==> config.mk <==
export PLATFORM = sky130hd
export DESIGN_NAME = icache_lru
export DESIGN_NICKNAME = d
export VERILOG_FILES = /design/src/hw/icache_geom_pkg.sv /design/src/hw/icache_lru.sv
export SDC_FILE = /design/constraint.sdc
export NUM_CORES = 1
export LEC_CHECK = 0
export ABC_CLOCK_PERIOD_IN_PS = 3550
export BUFFER_PORTS_ARGS = -buffer_cell sky130_fd_sc_hd__clkbuf_2
export CAP_MARGIN = 20
export CORE_ASPECT_RATIO = 2
export CORE_MARGIN = 2
export CORE_UTILIZATION = 32
export CTS_BUF_LIST = sky130_fd_sc_hd__clkbuf_4
export CTS_CLUSTER_DIAMETER = 60
export CTS_CLUSTER_SIZE = 12
export DETAILED_ROUTE_END_ITERATION = 8
export GPL_ROUTABILITY_DRIVEN = 0
export PLACE_DENSITY = 0.51
export SYNTH_ARGS = -nofsm -noshare
export SYNTH_HDL_FRONTEND = slang
export SYNTH_SLANG_ARGS = --single-unit
==> constraint.sdc <==
create_clock -name clk_i -period 3.55 [get_ports clk_i]
set_clock_uncertainty 0.15 [all_clocks]
set_input_delay 0.355 -clock clk_i [delete_from_list [all_inputs] [get_ports clk_i]]
set_output_delay 0.355 -clock clk_i [all_outputs]
set_load 0.02 [all_outputs]
==> src/hw/icache_geom_pkg.sv <==
/*
  Instruction cache geometry
  - address widths and field positions
  - set, way, bank and block sizes
  - coherence state encoding of a way
*/
package icache_geom_pkg;

  // address widths
  localparam int vaddr_width       = 32;
  localparam int paddr_width       = 32;
  localparam int page_offset_width = 12;
  localparam int ptag_width        = paddr_width - page_offset_width;

  // organisation
  localparam int sets        = 64;
  localparam int assoc       = 4;
  localparam int way_width   = 2;
  localparam int block_width = 256;
  localparam int bank_width  = 64;
  localparam int instr_width = 32;
  localparam int lru_width   = assoc - 1;

  // field positions in an address
  localparam int byte_offset_width = 3;
  localparam int bank_offset_width = 2;
  localparam int index_width       = 6;
  localparam int index_lsb         = byte_offset_width + bank_offset_width;
  localparam int tag_lsb           = index_lsb + index_width;
  localparam int tag_width         = paddr_width - tag_lsb;
  // picks the upper or lower instruction of a dword
  localparam int word_sel_bit      = 2;

  typedef enum logic [1:0] {
    coh_invalid   = 2'd0,
    coh_shared    = 2'd1,
    coh_exclusive = 2'd2
  } coh_state_e;

endpackage
==> src/hw/icache_lru.sv <==
/*
  Tree pseudo-LRU replacement state
  - three tree bits per set, cleared by reset
  - update toward the other half and way on a hit
  - victim choice, lowest invalid way first
*/
`timescale 1ns/1ps

module icache_lru (
  input  logic                                    clk_i,
  input  logic                                    reset_i,
  input  logic [icache_geom_pkg::index_width-1:0] rd_index_i,
  input  logic                                    upd_v_i,
  input  logic [icache_geom_pkg::index_width-1:0] upd_index_i,
  input  logic [icache_geom_pkg::way_width-1:0]   upd_way_i,
  input  logic [icache_geom_pkg::assoc-1:0]       way_valid_i,
  output logic [icache_geom_pkg::way_width-1:0]   victim_way_o
);

  // bit 0 root, bit 1 leaf of ways 0/1, bit 2 leaf of ways 2/3
  logic [icache_geom_pkg::lru_width-1:0] tree_r [icache_geom_pkg::sets];
  logic [icache_geom_pkg::lru_width-1:0] tree;
  logic [icache_geom_pkg::way_width-1:0] tree_way;
  logic [icache_geom_pkg::way_width-1:0] invalid_way;
  logic                                  invalid_exist;

  always_ff @(posedge clk_i) begin
    if (reset_i) begin
      for (int s = 0; s < icache_geom_pkg::sets; s++) begin
        tree_r[s] <= '0;
      end
    end else if (upd_v_i) begin
      // root away from the used half
      tree_r[upd_index_i][0] <= ~upd_way_i[1];
      if (upd_way_i[1]) begin
        tree_r[upd_index_i][2] <= ~upd_way_i[0];
      end else begin
        tree_r[upd_index_i][1] <= ~upd_way_i[0];
      end
    end
  end

  assign tree     = tree_r[rd_index_i];
  assign tree_way = {tree[0], tree[0] ? tree[2] : tree[1]};

  // scan from the top so the lowest invalid way wins
  always_comb begin
    invalid_exist = 1'b0;
    invalid_way   = '0;
    for (int w = icache_geom_pkg::assoc - 1; w >= 0; w--) begin
      if (!way_valid_i[w]) begin
        invalid_exist = 1'b1;
        invalid_way   = icache_geom_pkg::way_width'(w);
      end
    end
  end

  assign victim_way_o = invalid_exist ? invalid_way : tree_way;

endmodule

### Yosys cells after proc, flatten, opt, wreduce, memory -nomap -nowiden

Memory sizes are Yosys's and may differ from the RTL's.
Cells that the tools add are included.
Widths: inputs -> output; s select.

| cells by class | value |
|---|---|
| muxes and demuxes | 26 |
| bitwise logic cells | 2 |
| reductions and logical operators | 1 |

Operators by type and width:

| kind | number |
|---|---|
| $mux 1 | 18 |
| $mux 2 | 5 |
| $mux 3 | 2 |
| $mux 6 | 1 |
| $reduce_or 3->1 | 1 |
| $not 1->1 | 2 |

| word-level totals | value |
|---|---|
| logic and storage cells | 30 |
| register bits | 0 |
| bits in writable memories | 192 |
| memories kept | 1 |
| input port bits | 21 |
| output and inout bits | 2 |

Memories:

| memory | words | bits a word | read ports | clocked after memory_dff | wr ports | line | RTL |
|---|---|---|---|---|---|---|---|
| tree_r | 64 | 3 | 1 | 0 | 64 | icache_lru.sv:21 | `logic [icache_geom_pkg::lru_width-1:0] tree_r [icache_geom_pkg::sets];` |

### Longest topological paths before layout

Gate-level depths: netlist of run 1.

| depth | value |
|---|---|
| word-level depth | 6 |
| depth in mapped cells | 9 |
| depth with buffers taken out | 6 |

### Least setup slack after synthesis of run 1

OpenSTA, ideal clock, no wires.

| timing path | value |
|---|---|
| path kind | input to output |
| start point | input rd_index_i[0] (netlist bit) |
| end point | output victim_way_o[0] (netlist bit) |
| stages on the path | 7 |
| buffers on the path | 2 |
| slack | 0.861 ns |
| data arrival time | 2.184 ns |
| data required time | 3.045 ns |
| cells stage by stage | buf_6 -> buf_2 -> mux4_2 -> o211ai_1 -> o21ai_0 -> a2111oi_2 -> and4bb_1 |

| between the ends | value |
|---|---|
| word-level cells in the longest chain between the ends | 3 |

Ends and longest elaborated chain:

| what | line | RTL |
|---|---|---|
| start, declared | icache_lru.sv:12 | `input logic [icache_geom_pkg::index_width-1:0] rd_index_i,` |
| $mem_v2 64x3 | -- |  |
| $mux 1 | icache_lru.sv:44 | `assign tree_way = {tree[0], tree[0] ? tree[2] : tree[1]};` |
| $mux 2 | icache_lru.sv:58 | `assign victim_way_o = invalid_exist ? invalid_way : tree_way;` |
| end, declared | icache_lru.sv:17 | `output logic [icache_geom_pkg::way_width-1:0] victim_way_o` |

No other way between the ends.

### Final worst setup path of run 1

| timing path | value |
|---|---|
| start point | memory tree_r[62][0] (netlist bit) |
| end point | output victim_way_o[0] (netlist bit) |

| between the ends | value |
|---|---|
| word-level cells in the longest chain between the ends | 3 |

Ends and longest elaborated chain:

| what | line |
|---|---|
| start, declared | icache_lru.sv:21 |
| $mem_v2 64x3 | -- |
| $mux 1 | icache_lru.sv:44 |
| $mux 2 | icache_lru.sv:58 |

No other way between the ends.

==> results of run 1 <==
[synth_stat cells, types with 3 or more instances]
cell and instances:
edfxtp_1 192, mux2_2 5, mux2i_1 19, inv_1 4, a21oi_1 5, nor3_1 68, nor2b_1 15, buf_2 13
a22oi_1 10, and3_1 5, nor3b_1 4, o21ai_0 6, nor2_1 135, nand2b_1 71, a31oi_1 6, clkbuf_1 77
mux4_2 29, or2_2 65, nand3_1 8, mux4_1 9, a31o_2 64, buf_1 5, a211oi_1 3, o22ai_1 3
nand2_1 76
[where the power goes]
part | internal (mW) | total [mW] | switching, mW
Sequential | 2.60 | 2.65 | 0.0443
Combinational | 0.225 | 0.541 | 0.316
Clock | 0.301 | 1.16 | 0.855
Total | 3.13 | 4.34 | 1.21
[layout make-up]
cell class,instances,share of cell area [%]
Clock inverter,14,1.10
Clock buffer,17,1.14
Inverter,5,0.167
Timing Repair Buffer,48,3.24
Antenna cell,1,0.0223
Tap cell,427,4.76
Multi-Input combinational cell,627,38.2
Sequential cell,192,51.3
[cells by family (layout without fill, tap and decap cells)]
logic type	count (synthesis)	after routing	share of synthesized area (%)
simple gates	458	458	21.7
flops	192	192	55.0
compound gates	107	107	8.35
buf+inv	103	84	4.11
mux	62	62	10.8
other cells	0	1	0
[worst max-delay path by stage]
stage	from	to	slack, ps	cells after the start
finish	tree_r[62][0]	victim_way_o[0]	160	7
global route	tree_r[7][0]	victim_way_o[0]	20	7
CTS	tree_r[62][0]	victim_way_o[0]	110	7
detailed placement	rd_index_i[0]	victim_way_o[0]	370	10
global placement	rd_index_i[0]	victim_way_o[0]	370	9
floorplan	rd_index_i[0]	victim_way_o[0]	860	7
[critical path: stages (launching register included)]
cell       delay [ps]
edfxtp_1          410
mux4_2            490
mux2_2            320
o32a_1            170
a211oi_1          290
o2111ai_1         170
and4bb_1          230
clkbuf_2          160
[per-layer routing]
metal | up-vias | GRT usage [%]
met2 | 150 | 33.7
met3 | 55 | 2.51
li1 | 3296 | -
met4 | 0 | 8.48
met5 | - | 0
met1 | 3550 | 16.4
[through the flow]
| step | hold slack [ps] | cells |
|---|---|---|
| CTS | 19.4 | 1330 |
| detailed placement | 712 | 1299 |
| global route | 24.9 | 1331 |
| floorplan | 582 | 922 |
| global placement | 705 | 1299 |
| finish | 57.7 | 1331 |
==> run_results.csv, run 1 <==
group,metric,value,unit
power,p_leak,3.80,nW
cts,clk_pin_slew_worst_paths,180,ps
final_layout,final_cell_area,11200,um2
sta,fin_ws,160,ps
final_layout,final_nets,912,
final_layout,final_cell_mix,"192 x edfxtp_1, 135 x nor2_1, 76 x nand2_1",
hold_path,worstHoldStart,"upd_way_i[1]",
cts,ctsResizeCount,0,
global_route,grt_start_max_net_pins,193,
place,placed_area,11000,um2
sta,setup_violations,0,
global_route,grt_use_total,16.8,%
status,status,"complete, no violations",
sta,min_period,3390,ps
drt,drtAntennaViolNets,0,
sta,fin_crit_sh,95.5,%
synth,syn_area,10500,um2
sta,final.setup.tns,0,ps
synth,postSynthAreaPerCell,11.4,um2
run,maxCapViolations,0,
floorplan,num_rows,93,
drt,viasPerCell,5.30,
final_layout,area.growth.synth_to_final,7.20,%
power,peakVddDrop,0.172,mV
cts,clock_sinks,192,
synth,synth_top_flop_cell,"edfxtp_1",
drt,drt-initial-drc-count,530,
cts,holdBufCountCts,0,
synth,yosysUniqueCellTypes,45,
cts,cts_tree,"yes",
final_layout,largestRegisters,"tree_r: 192 flops",
drt,wl,28.2,mm
power,powerDensity,387,nW/um2
global_route,grt-ovfl-total,0,
global_route,grt_pass1_vias,7337,
floorplan,die_y,260,um
hold_path,holdPathStages,2,
synth,synth_top_area_cell,"edfxtp_1",
drt,met2_length,16.5,mm
sta,max_freq,0.295,GHz
final_layout,mostFrequentLayoutCell,"edfxtp_1",
final_layout,multi_input_area,4300,um2
synth,syn-num-nets,943,
floorplan,die_area,34300,um2
synth,async_flop_share,0,%
drt,dr.pass1.iters,5,
final_layout,seq_area,5770,um2
cts,clk_path_buf_depth,2,
place,pre_cts_slack,374,ps
synth,yosys_register_bits,192,
worst_setup_path,cp.arrival,2890,ps
worst_setup_path,worstSetupPathType,"register to primary output",
drt,highest_layer,"met4",
global_route,antenna_found_initial,1,
hold_path,min_path_type,"primary input to register",
drt,wl_met3,611,um
place,dp_hpwl,18.7,mm
floorplan,start_util,32.5,%
cts,htreeDepth,4,
floorplan,coreArea,32200,um2
sta,relSlewSlack,39.5,%
worst_setup_path,cp_data_required_time,3040,ps
floorplan,die_w,132,um
drt,vias,7051,
cts,cts_made_buffers,17,
final_layout,n_fill_cell,3219,
final_layout,largest_register_ffs,192,
cts,ctsRootBufferMaster,"clkbuf_4",
synth,yosys_warnings,0,
drt,wl_met1,9.83,mm
worst_setup_path,worstSetupStartpointType,"register",
floorplan,num_io_pins,23,
place,port_buffers,22,
hold_path,hold_end,"tree_r[23][0]",
sta,rsz0062_at_grt,"false",
synth,synthCells,922,
worst_setup_path,end_kind,"primary output",
sta,hold_violations,0,
power,p_total,4.34,mW
synth,ys_top_cells_by_area,"edfxtp_1 55%, mux4_2 6.2%, a31o_2 5.3%",
synth,yosysSeqAreaShare,55.0,%
synth,synth-edff-count,192,
global_route,grt_pass1_wl,42.9,mm
final_layout,drive_gt1_share,27.7,%
worst_setup_path,cp_max_fo,2,
synth,synth_top_area_share,55.0,%
final_layout,final_core_util,34.9,%
sta,drv_slew,0,
sta,worst_slew_pin_slew,908,ps
cts,postCtsSetupBuffers,0,
final_layout,regMostFlops,"tree_r",
drt,drc_errors,0,
drt,wire_per_inst,21.1,um
No activity file was read; power rests on OpenSTA's default activity.
==> run 2, diff against run 1 <==
--- a/config.mk
+++ b/config.mk
@@ -5,7 +5,7 @@
 export SDC_FILE = /design/constraint.sdc
 export NUM_CORES = 1
 export LEC_CHECK = 0
-export ABC_CLOCK_PERIOD_IN_PS = 3550
+export ABC_CLOCK_PERIOD_IN_PS = 3200
 export BUFFER_PORTS_ARGS = -buffer_cell sky130_fd_sc_hd__clkbuf_2
 export CAP_MARGIN = 20
 export CORE_ASPECT_RATIO = 2
==> constraint.sdc (replaced) <==
create_clock -name clk_i -period 3.2 [get_ports clk_i]
set_clock_uncertainty 0.15 [all_clocks]
set_input_delay 0.32 -clock clk_i [delete_from_list [all_inputs] [get_ports clk_i]]
set_output_delay 0.32 -clock clk_i [all_outputs]
set_load 0.02 [all_outputs]
==> run 2 against run 1 <==
Effect of this change: the run now ends with setup timing left; critical endpoint unchanged; largest cell class unchanged; critical path depth did not move; core utilization rose by 0.63 points; critical path type unchanged; setup slack got worse by 320 ps; hold slack got worse by 30 ps.
==> run_results.csv, run 2 (synthesized netlist as in run 1, its figures left out) <==
group,metric,value,unit
global_route,grt_start_max_net_pins,156,
worst_setup_path,worstSetupPathType,"register to primary output",
status,failed_checks,"setup timing",
floorplan,start_util,32.5,%
sta,setup_violations,1,
final_layout,final_core_util,35.5,%
cts,clk_pin_slew_worst_paths,180,ps
power,p_clk_share,27.5,%
worst_setup_path,end_kind,"primary output",
worst_setup_path,cp.arrival,2890,ps
power,p_leak,3.91,nW
worst_setup_path,cpPeakStageDelay,480,ps
sta,worst_slew_pin_slew,858,ps
global_route,grt_pass1_vias,7352,
worst_setup_path,path_cells,"mux4_2 -> mux2_4 -> o32a_1 -> a211oi_2 -> o2111ai_2 -> and4bb_1 -> clkbuf_8",
floorplan,num_rows,93,
cts,cts_tree,"yes",
floorplan,coreArea,32200,um2
cts,clk_path_buf_depth,2,
worst_setup_path,cp_max_fo,2,
hold_path,worstHoldStart,"upd_way_i[1]",
drt,wire_per_inst,21.1,um
worst_setup_path,startpoint,"tree_r[63][0]",
power,switching_power,1.34,mW
hold_path,min_path_type,"primary input to register",
global_route,antenna_found_initial,1,
final_layout,n_fill_cell,3193,
place,placed_area,11100,um2
power,intPower,3.58,mW
floorplan,num_io_pins,23,
sta,drv_slew,0,
worst_setup_path,cp_top_family,"multiplexers",
floorplan,die_area,34300,um2
sta,hold_violations,0,
run,maxCapViolations,0,
sta,min_period,3360,ps
final_layout,drive_gt1_share,29.7,%
power,powerDensity,430,nW/um2
final_layout,final_cell_area,11400,um2
place,port_buffers,22,
power,switching_share,27.3,%
cts,ctsRootBufferMaster,"clkbuf_4",
power,combPwrFrac,12.8,%
global_route,grt_pass1_wl,43.4,mm
sta,relSlewSlack,42.8,%
drt,drtAntennaViolNets,0,
cts,clock_sinks,192,
drt,drt-initial-drc-count,521,
sta,fin_crit_sh,105,%
worst_setup_path,cpMaxStageDelayCell,"mux4_2",
worst_setup_path,crit_buf_inv,1,
drt,drc_errors,0,
worst_setup_path,worstSetupStartpointType,"register",
final_layout,largest_register_ffs,192,
floorplan,die_w,132,um
sta,rsz0062_at_grt,"true",
final_layout,mostFrequentLayoutCell,"edfxtp_1",
sta,fin_ws,-160,ps
global_route,grt_use_total,17.1,%
cts,postCtsSetupBuffers,0,
final_layout,final_cell_mix,"192 x edfxtp_1, 135 x nor2_1, 76 x nand2_1",
place,dp_hpwl,19.6,mm
power,power_frac_seq,59.7,%
cts,cts_made_buffers,17,
cts,htreeDepth,4,
global_route,grt-ovfl-total,0,
floorplan,die_y,260,um
final_layout,area.growth.synth_to_final,9.15,%
drt,vias,7079,
drt,viasPerCell,5.25,
sta,max_freq,0.298,GHz
worst_setup_path,cp_data_required_time,2730,ps
final_layout,final_nets,928,
status,status,"finished with violations",
power,peakVddDrop,0.214,mV
drt,dr.pass1.iters,6,
final_layout,largestRegisters,"tree_r: 192 flops",
final_layout,regMostFlops,"tree_r",
drt,wl,28.4,mm
[run 2: cell types whose count changed in the layout (fill, tap and decap cells not counted), moves of 2 or more]
cell / delta
buf_12: +2
buf_4: +14
inv_6: -2
mux2_2: -2
mux2_4: +2
mux4_1: -2
mux4_2: +2
[run 2: final timing paths]
kind,to,slack (ps),cells past startpoint
worst min-delay path,tree_r[2][0],30,2
worst max-delay path,victim_way_o[0],-160,7
[run 2: timing repair]
action,CTS,global route
endpoints found under the setup margin,2,2
hold buffers,0,0
pin swaps,5,0
resized for setup,8,2
[run 2: power groups by stage]
| stage | Sequential [mW] | Combinational, mW | Clock (mW) |
|---|---|---|---|
| detailed placement | 3.00 | 0.627 | 0 |
| finish | 2.94 | 0.631 | 1.35 |
| global placement | 3.00 | 0.620 | 0 |
| CTS | 2.94 | 0.637 | 1.39 |
| floorplan | 2.96 | 0.441 | 0 |
| global route | 2.95 | 0.684 | 1.47 |
[run 2: per-stage QoR]
step	total power [mW]	cells	TNS [ps]	worst slack [ps]	hold slack [ps]
CTS	4.97	1347	-117	-117	1.53
finish	4.92	1348	-160	-160	27.8
global placement	3.62	1315	0	164	701
floorplan	3.40	922	0	581	547
global route	5.10	1348	-336	-238	26.1
detailed placement	3.62	1315	0	173	706
[run 2: cell type report]
class	instances	area, um2	share of cell area, %
diodes	1	2.50	0.0219
clock buffers	18	135	1.18
clock inverters	14	144	1.26
inverters	5	18.8	0.164
multi-input cells	627	4320	37.8
flip-flops and latches	192	5770	50.4
well taps	427	534	4.67
repair buffers	64	518	4.53
[run 2: metal layers]
layer / part of all wire [%] / vias to the layer above / track usage [%]
met5: 0 / - / 0
met3: 2.5 / 53 / 2.09
met2: 58 / 122 / 33.9
met1: 34 / 3569 / 16.6
li1: - / 3335 / -
met4: 5.0 / 0 / 9.81
